**config.mk**
```make
export PLATFORM = sky130hd
export DESIGN_NAME = tile_buffer
export DESIGN_NICKNAME = d
export VERILOG_FILES = /design/src/conv_pkg.sv /design/src/tile_buffer.sv
export SDC_FILE = /design/constraint.sdc
export NUM_CORES = 1
export LEC_CHECK = 0
export ABC_AREA = 1
export BUFFER_PORTS_ARGS = -buffer_cell sky130_fd_sc_hd__buf_4
export CAP_MARGIN = 10
export CORE_ASPECT_RATIO = 0.5
export CORE_MARGIN = 5
export CORE_UTILIZATION = 55
export CTS_CLUSTER_SIZE = 25
export DETAILED_ROUTE_END_ITERATION = 10
export GPL_ROUTABILITY_DRIVEN = 0
export PLACE_DENSITY = 0.86
export SETUP_SLACK_MARGIN = 0.2
export SLEW_MARGIN = 20
export SYNTH_ARGS = -nofsm -noshare
export SYNTH_HDL_FRONTEND = slang
export SYNTH_SLANG_ARGS = --single-unit
```
**constraint.sdc**
```tcl
create_clock -name i_clk -period 1.2 [get_ports i_clk]
set_input_delay 0.18 -clock i_clk [delete_from_list [all_inputs] [get_ports i_clk]]
set_output_delay 0.18 -clock i_clk [all_outputs]
set_load 0.01 [all_outputs]
```
**src/conv_pkg.sv**
```systemverilog
`default_nettype none

package conv_pkg;

    localparam int DATA_W        = 5;
    localparam int NUM_CH        = 4;
    localparam int K_SIZE        = 3;
    localparam int TILE_SIZE     = 4;
    localparam int IMG_SIZE      = 8;
    localparam int TILE_STEP     = 2;
    localparam int TILES_PER_ROW = (IMG_SIZE - TILE_SIZE) / TILE_STEP + 1;
    // 36 signed 10-bit products fit comfortably
    localparam int ACC_W         = 16;

    localparam int CH_W          = $clog2(NUM_CH + 1);
    localparam int POS_W         = $clog2(IMG_SIZE);

    localparam int KERN_WORDS    = NUM_CH * K_SIZE * K_SIZE;
    localparam int TILE_WORDS    = NUM_CH * TILE_SIZE * TILE_SIZE;
    localparam int KIDX_W        = $clog2(KERN_WORDS);
    localparam int TIDX_W        = $clog2(TILE_WORDS);

    typedef logic signed [DATA_W-1:0] sample_t;
    typedef logic signed [ACC_W-1:0]  acc_t;

    // index is (ch * side + row) * side + col
    typedef sample_t [KERN_WORDS-1:0] kernel_set_t;
    typedef sample_t [TILE_WORDS-1:0] tile_set_t;

    typedef struct packed {
        logic             kern_we;
        logic             tile_we;
        logic             shift;
        logic [CH_W-1:0]  ch;
        logic [POS_W-1:0] row;
        logic [POS_W-1:0] col;
    } buf_wr_t;

    typedef struct packed {
        logic go;
        logic dx;
        logic dy;
    } mac_req_t;

    typedef struct packed {
        logic valid;
        logic last;
        acc_t sum;
    } mac_res_t;

endpackage

`default_nettype wire
```
**src/tile_buffer.sv**
```systemverilog
`timescale 1ns/100ps
`default_nettype none

module tile_buffer (
    input  wire                   i_clk,
    input  wire                   i_rst,
    input  wire conv_pkg::buf_wr_t i_wr,
    input  wire conv_pkg::sample_t i_wr_data,
    output conv_pkg::tile_set_t   o_tile
);
    import conv_pkg::*;

    tile_set_t         tile_q;
    logic [TIDX_W-1:0] tidx;

    assign tidx = TIDX_W'((int'(i_wr.ch) * TILE_SIZE + int'(i_wr.row)) * TILE_SIZE
                          + int'(i_wr.col));

    always_ff @(posedge i_clk or negedge i_rst)
    begin
        if (!i_rst)
            tile_q <= '0;
        else
        begin
            // slide the window left by one tile step in every channel
            if (i_wr.shift)
            begin
                for (int c = 0; c < NUM_CH; c++)
                begin
                    for (int r = 0; r < TILE_SIZE; r++)
                    begin
                        for (int j = 0; j < TILE_SIZE - TILE_STEP; j++)
                        begin
                            tile_q[(c * TILE_SIZE + r) * TILE_SIZE + j] <=
                                tile_q[(c * TILE_SIZE + r) * TILE_SIZE + j + TILE_STEP];
                        end
                    end
                end
            end
            // the new sample overrides the shifted value at its slot
            if (i_wr.tile_we)
                tile_q[tidx] <= i_wr_data;
        end
    end

    assign o_tile = tile_q;

    // the shift only comes with the first beat of a partial tile
    a_shift_first_beat: assert property (@(posedge i_clk) disable iff (!i_rst)
        i_wr.shift |-> i_wr.tile_we && (i_wr.col == POS_W'(TILE_STEP)));

endmodule

`default_nettype wire

```
==> summary.txt, run 1 <==
Placed design
  – Placed Cells: 2429
  – Hpwl dp: 37000 um
  – Dpl ws: -649 ps
  – PortBufs: 336

Synthesis
  – Mean post-synth cell area: 9.01 um2
  – Area leader, netlist: dfrtp_1
  – Netlist cell types: 14
  – Gate Count Post-Synth: 1726
  – Synth top area cells: dfrtp_1 (52%), nand2_1 (16%), nand4_1 (15%)
  – Synth warn: 0
  – Seq cells post-synth: 320
  – Cell area after synthesis: 15500 um2
  – Seq/Total Area, Yosys: 51.5%
  – Yosys top cell area share: 51.5%
  – Mapped Nets: 1748

Timing
  – Critical endpoint after global-route timing repair: o_tile[295]$_DFFE_PN0P_/D
  – Worst_ep kind: sequential cell input

Clock tree
  – CTS H-tree lvls: 1
  – TritonCTS buffer count: 28
  – Root Buffer: clkbuf_16
  – CTS sink count: 320
  – Maximum buffer depth of the clock tree: 3

Status
  – Stop err: [ERROR GRT-0232] Routing congestion too high. Check the congestion heatmap in the GUI.
  – Status: did not finish
  – Stage reached: global routing (5_1_grt)

Global routing
  – Largest net degree at the start of global routing: 67
  – Aggregate global routing overflow: 386
  – Initial antenna violation count: 16
  – Tot GR Track Use: 88.7%

Floorplan
  – Chip height: 129 um
  – Row cnt: 43
  – Die span in x: 248 um
  – Initial Util: 56.0%
  – I/O pin total: 339
per-stage QoR:
stage | area, um2 | hold WS (ps) | util, %
after global placement | 19800 | 80.0 | 71.2
after floorplan | 15800 | -116 | -
after CTS | 25200 | 92.5 | 90.7
after detailed placement | 19800 | 80.4 | 71.2
logic make-up after synthesis:
| family | Yosys count | share of synthesized area, % |
|---|---|---|
| AND/OR/NAND/NOR | 1055 | 31.7 |
| buffers and inverters | 187 | 4.83 |
| flip-flops | 320 | 51.5 |
| XOR/XNOR | 1 | 0.105 |
| adder cells (fa/ha/maj) | 3 | 0.241 |
| multiplexers | 160 | 11.6 |
routing by layer:
layer,overflow,GRT usage (%)
met5,6,56.2
met4,173,91.4
met3,31,82.6
met2,160,98.3
met1,16,86.4
cell usage after synthesis:
cell        n
nand2_1   656
nor2_1      9
buf_1      10
mux2_2    160
clkbuf_1  130
ha_1        3
nand3_1     3
inv_2       1
xor2_2      1
dfrtp_1   320
nand4_1   384
buf_2      39
inv_1       7
nor2_2      3
repair_timing:
action	4_1_cts
hold buffers	3
endpoints found under the setup margin	640
endpoints found under the hold margin	318
cloned	38
pin swaps	94
resized for setup	437
setup buffers	220
==> run 2: changes to the inputs <==
--- a/config.mk
+++ b/config.mk
@@ -8,14 +8,11 @@
 export ABC_AREA = 1
 export BUFFER_PORTS_ARGS = -buffer_cell sky130_fd_sc_hd__buf_4
 export CAP_MARGIN = 10
-export CORE_ASPECT_RATIO = 0.5
 export CORE_MARGIN = 5
-export CORE_UTILIZATION = 55
-export CTS_CLUSTER_SIZE = 25
+export CORE_UTILIZATION = 40
 export DETAILED_ROUTE_END_ITERATION = 10
 export GPL_ROUTABILITY_DRIVEN = 0
-export PLACE_DENSITY = 0.86
-export SETUP_SLACK_MARGIN = 0.2
+export PLACE_DENSITY_LB_ADDON = 0.15
 export SLEW_MARGIN = 20
 export SYNTH_ARGS = -nofsm -noshare
 export SYNTH_HDL_FRONTEND = slang
==> summary.txt, run 2 <==
Final layout
  – Layout cells sized above 1: 43.2%
  – # fillers: 3127
  – Multi-input gate area: 7090 um2
  – Seq. cell area: 8010 um2
  – Largest register FFs: 320
  – Post-layout util: 66.2%
  – N_diodes: 0
  – Design area: 25500 um2
  – Net count, final: 2377
  – P&R area growth vs syn: 64.1%
  – Most common cell after layout, fill and taps aside: nand2_1
  – Leading cell types in the layout, fill and taps excluded: nand2_1 (633), nand4_1 (384), buf_6 (349)

Synthesis
  – Netlist cell types: 14 (unchanged)
  – Synth warn: 0 (unchanged)
  – Yosys top cell area share: 51.5% (unchanged)
  – Synth top area cells: dfrtp_1 (52%), nand2_1 (16%), nand4_1 (15%)
  – Commonest register cell after synthesis: dfrtp_1
  – Mean post-synth cell area: 9.01 um2 (unchanged)
  – Commonest cells in the synthesized netlist: nand2_1 (656), nand4_1 (384), dfrtp_1 (320)
  – EDFF count, synth: 0 (unchanged)
  – Mapped Nets: 1748 (unchanged)
  – Area leader, netlist: dfrtp_1
  – Post-synth ARST share: 100% (unchanged)
  – Seq cells post-synth: 320 (unchanged)
  – Gate Count Post-Synth: 1726 (unchanged)
  – Cell area after synthesis: 15500 um2 (unchanged)
  – Count leader, synth: nand2_1
  – Seq/Total Area, Yosys: 51.5% (unchanged)

Setup path
  – CP max FO: 8
  – Crit Path Class: input pin to register
  – CP arrival: 1860 ps
  – Worst Setup End Kind: register
  – Type of origin of the critical path: input pin
  – CP Data Required Time: 1700 ps

Floorplan
  – Die area: 42900 um2
  – Core Box Area: 38600 um2
  – Chip height: 207 um (+61%)
  – Die span in x: 207 um (-16%)
  – Initial Util: 40.3% (-16 points)
  – I/O pin total: 339 (unchanged)
  – Row cnt: 72 (+67%)

Timing
  – Worst-Margin Slew: 380 ps
  – Fin crit share: 114%
  – Fmax: 731 MHz
  – Relative max-transition margin: 74.6%
  – Setup Viol. Count Final: 548
  – Final hold viol count: 0
  – Unrepaired setup endpoints after global routing: yes
  – Worst clock skew: 16.8 ps
  – Tmin final: 1370 ps
  – Fin. max-slew vios: 0
  – Worst Setup Slack, final: -168 ps

Global routing
  – Aggregate global routing overflow: 0
  – Vias in the first global route: 15900
  – Largest net degree at the start of global routing: 63
  – Initial antenna violation count: 1
  – First-pass GRT wire length: 96300 um
  – Tot GR Track Use: 28.0%

Detailed routing
  – Final WL: 65500 um
  – Vias: 16300
  – DRT iter0 DRCs: 1290
  – WL/cell: 22.6 um
  – Via density: 5.61
  – First-pass detailed-route iteration total: 5
  – Drt drc: 0
  – Antenna-violating nets left: 0

Clock tree
  – CTS sink count: 320 (unchanged)
  – CTS H-tree lvls: 2 (+1)
  – Clk Latency, worst-skew pair: 560 ps
  – Root Buffer: clkbuf_16
  – TritonCTS buffer count: 38 (+36%)
  – TritonCTS clock tree: done
  – CTS clock-pin slew for the worst setup and hold paths: 60 ps
  – Maximum buffer depth of the clock tree: 3 (unchanged)

Power
  – P per Cell Area: 1710 nW/um2
  – Lkg Pwr: 13.3 nW
  – Maximum vdd drop: 1.90 mV

Status
  – Status: complete, but fails checks
  – Failing checks: negative setup slack

Placed design
  – Placed Area: 20300 um2 (+2.6%)
  – PortBufs: 336 (unchanged)
  – Hpwl dp: 39000 um (+5.3%)

Hold path
  – Worst min-delay path class: input pin to register

Job
  – MaxCap Viol Count: 0
[run 2: cell counts after synthesis]
No cell type changed its count.
[run 2: logic make-up (layout without fill, tap and decap cells)]
kind of cell / count (synthesis) / after routing / synth area share [%]
and+or+nand+nor: 1055 / 1057 / 31.7
DFF: 320 / 320 / 51.5
buffers and inverters: 187 / 843 / 4.83
muxes: 160 / 160 / 11.6
adders and majority gates: 3 / 3 / 0.241
xor gates and xnor gates: 1 / 1 / 0.105
[run 2: timing repair]
item,CTS,global route
cloned,8,28
endpoints found under the setup margin,539,632
endpoints found under the hold margin,326,0
buffers inserted,167,44
hold buffers,2,0
pin swaps,25,112
resized for setup,348,64
[run 2: worst paths after layout]
path / endpoint / cells after the start / slack (ps) / startpoint
max: o_tile[10] / 14 / -170 / i_wr[5]
min: o_tile[6] / 3 / 20 / i_wr_data[1]
max reg2reg: o_tile[208] / 5 / 10 / o_tile[218]
min reg2reg: o_tile[271] / 2 / 550 / o_tile[271]
max in group asynchronous: o_tile[275] / 3 / 390 / i_rst
min in group asynchronous: o_tile[60] / 2 / 110 / i_rst
[run 2: area by class of cell]
class	instances	area share (%)
Clock buffer	60	4.49
Clock inverter	9	0.525
Inverter	8	0.196
Multi-Input combinational cell	1221	27.8
Sequential cell	320	31.4
Tap cell	518	2.54
Timing Repair Buffer	766	33.1
[run 2: metrics by stage]
stage / setup WS, ps / instances / setup TNS, ps / hold WS [ps] / total power [mW]
5_1_grt: -215 / 2902 / -57900 / 18.7 / 45.5
6_report: -168 / 2902 / -31350 / 23.8 / 43.6
3_5_place_dp: -686 / 2588 / -192430 / 69.5 / 26.6
3_3_place_gp: -685 / 2588 / -184200 / 68.7 / 26.4
4_1_cts: -153 / 2834 / -30500 / 1.25 / 42.4
2_1_floorplan: -251 / 1726 / -73710 / -116 / 20.0
[run 2: power breakdown]
part | internal, mW | leakage, nW | total, mW | switching, mW
Clock | 7.22 | 0.628 | 12.0 | 4.79
Sequential | 13.1 | 4.28 | 15.3 | 2.22
Combinational | 9.28 | 8.39 | 16.2 | 6.96
Total | 29.6 | 13.3 | 43.6 | 14.0
[run 2: metal layers]
metal	GRT usage, %	vias up	part of all wire (%)
met2	44.8	861	47
met5	0	-	0.020
li1	-	7324	-
met4	8.60	2	3.1
met1	37.8	7917	41
met3	6.88	170	8.9
[run 2: critical path, cell delays in order]
cell	delay, ps
buf_6	80
ha_4	140
inv_1	60
nand2_1	120
nand2_1	120
nand2_4	120
buf_6	130
nand2_8	70
nor2_4	230
buf_12	150
clkbuf_16	140
buf_8	130
nand4_1	110
nand2_1	80
Note: power is estimated with default switching activity, not from simulation.
==> run 3: changes to the inputs <==
--- a/config.mk
+++ b/config.mk
@@ -10,9 +10,9 @@
 export CAP_MARGIN = 10
 export CORE_MARGIN = 5
 export CORE_UTILIZATION = 40
+export CTS_CLUSTER_SIZE = 25
 export DETAILED_ROUTE_END_ITERATION = 10
 export GPL_ROUTABILITY_DRIVEN = 0
-export PLACE_DENSITY_LB_ADDON = 0.15
 export SLEW_MARGIN = 20
 export SYNTH_ARGS = -nofsm -noshare
 export SYNTH_HDL_FRONTEND = slang
==> summary.txt, run 3 (synthesis results as in run 2) <==
Status
  – Status: complete, but fails checks
  – Failing checks: negative setup slack

Timing
  – Fin. max-slew vios: 0 (unchanged)
  – Setup_tns: -35690 ps (-4340 ps)
  – Setup Viol. Count Final: 610 (+11%)
  – Worst clock skew: 9.10 ps (-7.70 ps)
  – Unrepaired setup endpoints after global routing: yes
  – Tmin final: 1350 ps (-20.8 ps)
  – Relative max-transition margin: 70.6% (-4.0 points)
  – Fmax: 742 MHz (+1.5%)
  – Fin crit share: 112% (-1.7 points)
  – Hold WS: 65.5 ps (+41.7 ps)
  – Final hold viol count: 0 (unchanged)
  – Worst Setup Slack, final: -147 ps (+20.8 ps)
  – Worst-Margin Slew: 441 ps (+61.1 ps)

Power
  – Lkg Pwr: 13.0 nW (-2.6%)
  – Final Power: 43.1 mW (-1.0%)
  – Maximum vdd drop: 0.873 mV (-54%)
  – P per Cell Area: 1730 nW/um2 (+1.0%)

Floorplan
  – Die area: 42900 um2 (unchanged)
  – I/O pin total: 339 (unchanged)
  – Initial Util: 40.3% (unchanged)
  – Core Box Area: 38600 um2 (unchanged)
  – Die span in x: 207 um (unchanged)
  – Row cnt: 72 (unchanged)
  – Chip height: 207 um (unchanged)

Setup path
  – CP arrival: 1810 ps (-50 ps)
  – CP max FO: 4 (-4)
  – CP max-delay cell: ha_4
  – Worst Setup End Kind: register
  – Most used cell, CP: buf_12
  – Crit path buffers/inverters: 6 (unchanged)
  – R2R cell count: 5 (unchanged)
  – Type of origin of the critical path: input pin
  – CP Data Required Time: 1670 ps (-30 ps)
  – Top delay family on crit path: buffers and inverters
  – CP peak stage delay: 310 ps (+80 ps)
  – CP Cell Sequence: buf_6 > ha_4 > nand3_4 > nand3_4 > nand2_8 > buf_12 > nor2_4 > buf_12 > buf_12 > buf_12 > clkbuf_16 > nand4_1 > nand2_1
  – Crit Path Class: input pin to register
  – CP Depth: 13 (-1)

Final layout
  – Largest register FFs: 320 (unchanged)
  – Layout cells sized above 1: 42.2% (-1.0 points)
  – # fillers: 3097 (-0.96%)
  – Leading cell types in the layout, fill and taps excluded: nand2_1 (628), nand4_1 (384), buf_6 (356)
  – Net count, final: 2319 (-2.4%)
  – Most common cell after layout, fill and taps aside: nand2_1
  – N_diodes: 0 (unchanged)
  – P&R area growth vs syn: 60.8%
  – Post-Layout Cell Count: 2840 (-2.1%)
  – Design area: 25000 um2 (-2.0%)

Clock tree
  – CTS sink count: 320 (unchanged)
  – Clk Latency, worst-skew pair: 530 ps (-30 ps)
  – Root Buffer: clkbuf_16
  – Maximum buffer depth of the clock tree: 3 (unchanged)
  – CTS clock-pin slew for the worst setup and hold paths: 60 ps (about the same)
  – CTS H-tree lvls: 2 (unchanged)
  – TritonCTS buffer count: 37 (-2.6%)
  – TritonCTS clock tree: done

Global routing
  – First-pass GRT wire length: 94600 um (-1.8%)
  – Aggregate global routing overflow: 0 (unchanged)
  – Largest net degree at the start of global routing: 79 (+25%)
  – Grt peak-use layer: met2
  – Met2 Use GR: 43.2% (-1.7 points)
  – Vias in the first global route: 15600 (-2.0%)
  – GR Util met3: 5.20% (-1.7 points)
  – Initial antenna violation count: 1 (unchanged)
  – Tot GR Track Use: 27.3% (-0.66 points)
  – GRT met1 Usage: 38.0% (+0.18 points)

Detailed routing
  – Drt drc: 0 (unchanged)
  – Antenna-violating nets left: 0 (unchanged)
  – Via density: 5.69 (+1.4%)
  – DRT iter0 DRCs: 1535 (+19%)
  – Final WL: 64300 um (-1.8%)
  – WL/cell: 22.7 um (+0.36%)
  – First-pass detailed-route iteration total: 5 (unchanged)
  – Vias: 16200 (-0.76%)

Job
  – MaxCap Viol Count: 0 (unchanged)

Hold path
  – Worst min-delay path class: input pin to asynchronous set/reset pin

Placed design
  – Hpwl dp: 38300 um (-1.8%)
  – Placed Area: 20100 um2 (-1.1%)
  – PortBufs: 336 (unchanged)
  – Placed Cells: 2575 (-0.50%)
==> run 3: cell count changes in the layout (fill, tap and decap cells not counted), moves of 5 or more <==
cell and delta:
nand2_2 +5, buf_6 +7, clkbuf_16 -10, nand2_1 -5
buf_4 -53
==> run 3: layout make-up <==
type                       count  area, um2  area share (%)
sequential                   320       8010            32.1
timing repair buffer         710       7900            31.6
multi-input combinational   1220       7100            28.4
clock buffer                  53       1070            4.26
tap                          518        648            2.59
clock inverter                11        230           0.921
inverter                       8       42.5           0.170
==> run 3: path summary, 6_finish.rpt <==
kind,from,endpoint,slack (ps)
min in group i_clk,i_wr_data[0],o_tile[275],130
setup reg to reg,o_tile[276],o_tile[266],10
hold / removal,i_rst,o_tile[215],70
hold reg to reg,o_tile[251],o_tile[251],530
setup / recovery,i_wr[5],o_tile[115],-150
max in group asynchronous,i_rst,o_tile[237],470
==> run 3: metrics by stage <==
step | util, % | setup WS, ps
after floorplan | - | -251
after global placement | 52.0 | -704
after detailed placement | 52.0 | -716
after CTS | 61.2 | -111
after global routing | 64.8 | -201
final | 64.8 | -147
==> run 3: power by group <==
part / switching, mW / total (mW) / internal [mW]
combinational: 6.75 / 15.6 / 8.81
clock: 4.51 / 12.2 / 7.65
sequential: 2.31 / 15.4 / 13.1
==> run 3: what timing repair did <==
item | 4_1_cts | 5_1_grt
pin swaps | 29 | 79
buffers inserted | 119 | 58
cloned | 16 | 16
resized for setup | 221 | 223
setup endpoints to repair | 616 | 640
hold endpoints to repair | 323 | 0
hold buffers | 2 | 0
==> run 3: worst register-to-register path: cells and delay by family (launching register included) <==
kind	cells	cell delay [ps]
mux	1	250
flops	1	430
buf+inv	2	290
simple gates	2	120
==> run 3: routing by layer <==
| layer | wire [um] | share of wire (%) |
|---|---|---|
| met2 | 30600 | 48 |
| met5 | 7 | 0.011 |
| met3 | 5060 | 7.9 |
| met4 | 2210 | 3.4 |
| met1 | 26500 | 41 |
==> run 4: changes to the inputs <==
--- a/config.mk
+++ b/config.mk
@@ -10,6 +10,7 @@
 export CAP_MARGIN = 10
 export CORE_MARGIN = 5
 export CORE_UTILIZATION = 40
+export CTS_BUF_LIST = sky130_fd_sc_hd__clkbuf_8
 export CTS_CLUSTER_SIZE = 25
 export DETAILED_ROUTE_END_ITERATION = 10
 export GPL_ROUTABILITY_DRIVEN = 0
@@ -17,3 +18,4 @@
 export SYNTH_ARGS = -nofsm -noshare
 export SYNTH_HDL_FRONTEND = slang
 export SYNTH_SLANG_ARGS = --single-unit
+export TNS_END_PERCENT = 50
==> summary.txt, run 4 (synthesis results as in run 2) <==
Status
  – Status: complete, but fails checks
  – Failing checks: negative setup slack

Timing
  – Tmin final: 1420 ps (+69.1 ps)
  – Worst Setup Slack, final: -216 ps (-69.1 ps)
  – Fin. max-slew vios: 0 (unchanged)
  – Setup_tns: -50000 ps (-14310 ps)
  – Fmax: 706 MHz (-4.9%)
  – Unrepaired setup endpoints after global routing: yes
  – Fin crit share: 118% (+5.8 points)
  – Final hold viol count: 0 (unchanged)
  – Worst clock skew: 12.9 ps (+3.80 ps)
  – Worst-Margin Slew: 524 ps (+82.6 ps)
  – Relative max-transition margin: 65.0% (-5.6 points)
  – Setup Viol. Count Final: 321 (-47%)

Hold path
  – Worst min-delay path class: input pin to register
  – Hold path depth: 4
  – HP Start: i_wr_data[3]
  – WHS Endpoint: o_tile[253]

Clock tree
  – CTS clock-pin slew for the worst setup and hold paths: 60 ps (about the same)
  – Root Buffer: clkbuf_8
  – Clk Latency, worst-skew pair: 650 ps (+120 ps)
  – CTS sink count: 320 (unchanged)
  – TritonCTS buffer count: 55 (+49%)
  – CTS H-tree lvls: 2 (unchanged)
  – Maximum buffer depth of the clock tree: 3 (unchanged)
  – TritonCTS clock tree: done

Placed design
  – Dpl ws: -654 ps (+61.7 ps)
  – Hpwl dp: 39000 um (+1.8%)
  – PortBufs: 336 (unchanged)

Setup path
  – Crit path buffers/inverters: 1 (-5)
  – CP max-delay cell: dfrtp_1
  – Setup slack, reg-to-reg: -90 ps (-100 ps)
  – CP peak stage delay: 440 ps (+130 ps)
  – CP max FO: 2 (-2)
  – CP Cell Sequence: buf_6
  – CP Data Required Time: 1020 ps (-650 ps)
  – RR Startpoint: o_tile[79]
  – R2R cell count: 6 (+1)
  – Top delay family on crit path: flip-flops
  – Type of origin of the critical path: register
  – RR Endpoint: o_tile[69]
  – Crit Path Class: register to primary output
  – CP arrival: 1240 ps (-570 ps)
  – Worst Setup End Kind: primary output

Detailed routing
  – First-pass detailed-route iteration total: 6 (+1)
  – DRT iter0 DRCs: 1252 (-18%)
  – WL/cell: 21.7 um (-4.4%)
  – Via density: 5.53 (-2.7%)
  – Drt drc: 0 (unchanged)
  – Vias: 15600 (-3.2%)
  – Antenna-violating nets left: 0 (unchanged)
  – Final WL: 61200 um (-4.8%)

Final layout
  – Leading cell types in the layout, fill and taps excluded: nand2_1 (651), nand4_1 (384), buf_6 (322)
  – Largest register FFs: 320 (unchanged)
  – Net count, final: 2292 (-1.2%)
  – Layout cells sized above 1: 40.0% (-2.2 points)
  – P&R area growth vs syn: 51.4%
  – Most common cell after layout, fill and taps aside: nand2_1
  – # fillers: 3319 (+7.2%)

Power
  – Maximum vdd drop: 1.07 mV (+22%)
  – Power share of the combinational group: 36.9% (+0.8 points)
  – Lkg Pwr: 12.4 nW (-4.0%)
  – Switching share of power: 33.8% (+2.3 points)
  – Sequential power share: 39.1% (+3.4 points)
  – Clock share of power: 24.0% (-4.2 points)
  – P per Cell Area: 1670 nW/um2 (-3.0%)
  – P_sw: 13.3 mW (-2.0%)
  – Internal power: 26.1 mW (-12%)

Floorplan
  – I/O pin total: 339 (unchanged)
  – Core Box Area: 38600 um2 (unchanged)
  – Die span in x: 207 um (unchanged)
  – Chip height: 207 um (unchanged)
  – Die area: 42900 um2 (unchanged)
  – Initial Util: 40.3% (unchanged)
  – Row cnt: 72 (unchanged)

Job
  – MaxCap Viol Count: 0 (unchanged)

Global routing
  – Vias in the first global route: 15800 (+0.79%)
  – Initial antenna violation count: 1 (unchanged)
  – Largest net degree at the start of global routing: 61 (-23%)
  – Aggregate global routing overflow: 0 (unchanged)
  – First-pass GRT wire length: 95000 um (+0.43%)
  – Tot GR Track Use: 27.6% (+0.31 points)
==> run 4: cell types whose count changed in the layout (fill, tap and decap cells not counted), sizes merged <==
| cell | change |
|---|---|
| buf | -33 |
| bufbuf | -1 |
| bufinv | -7 |
| clkbuf | -1 |
| clkinvlp | +1 |
| diode | +1 |
| dlygate4sd3 | +3 |
| inv | +25 |
| nand2 | -1 |
==> run 4: worst max path at each step <==
stage,startpoint,end,cells past startpoint
after CTS,o_tile[318],o_tile[318],1
after floorplan,i_wr[2],o_tile[130],7
after global routing,o_tile[35],o_tile[35],1
after detailed placement,i_wr[6],o_tile[246],10
after global placement,i_wr[6],o_tile[249],10
final,o_tile[319],o_tile[319],1
==> run 4: per-layer routing <==
layer  wire length (um)  up-vias  global-route usage (%)
met1              25000     7580                    37.5
met4               1980        0                    9.67
met5                  0        -                       0
met2              28600      812                    43.7
met3               5640      117                    6.67
li1                   -     7126                       -
==> run 4: final cells by class <==
type | count | area [um2] | area share, %
well taps | 518 | 648 | 2.75
multi-input cells | 1219 | 6950 | 29.5
repair buffers | 666 | 6850 | 29.1
diodes | 1 | 2.50 | 0.0106
clock buffers | 65 | 895 | 3.80
flip-flops and latches | 320 | 8020 | 34.1
inverters | 8 | 37.5 | 0.159
clock inverters | 30 | 126 | 0.537
==> run 4: power by group through the flow <==
stage          registers, mW  logic, mW  clock network (mW)
2_1_floorplan           15.6       4.38                   0
3_3_place_gp            15.3       11.0                   0
3_5_place_dp            15.3       11.2                   0
4_1_cts                 15.4       14.1                9.62
5_1_grt                 15.6       15.6                10.1
6_report                15.4       14.5                9.46
==> run 4: through the flow <==
| stage | hold slack (ps) | std cells | utilization [%] | total power [mW] | area (um2) |
|---|---|---|---|---|---|
| detailed placement | 26.6 | 2576 | 52.1 | 26.5 | 20100 |
| global route | 14.4 | 2827 | 61.0 | 41.3 | 23500 |
| floorplan | -116 | 1726 | - | 20.0 | 15800 |
| finish | 45.4 | 2827 | 61.0 | 39.4 | 23500 |
| global placement | 25.9 | 2576 | 52.1 | 26.3 | 20100 |
| CTS | 0.0101 | 2794 | 60.3 | 39.1 | 23300 |
==> run 4: timing repair <==
action | CTS | global route
setup buffers | 118 | 32
hold buffers | 5 | 0
endpoints found under the hold margin | 335 | 0
pin swaps | 0 | 9
setup endpoints to repair | 320 | 449
resized for setup | 322 | 12
==> run 4: worst reg2reg max path: cells and delay by family (launching register included) <==
family	cells	cell delay [ps]
flip-flops	1	410
buffers and inverters	3	400
AND/OR/NAND/NOR	2	110
multiplexers	1	260
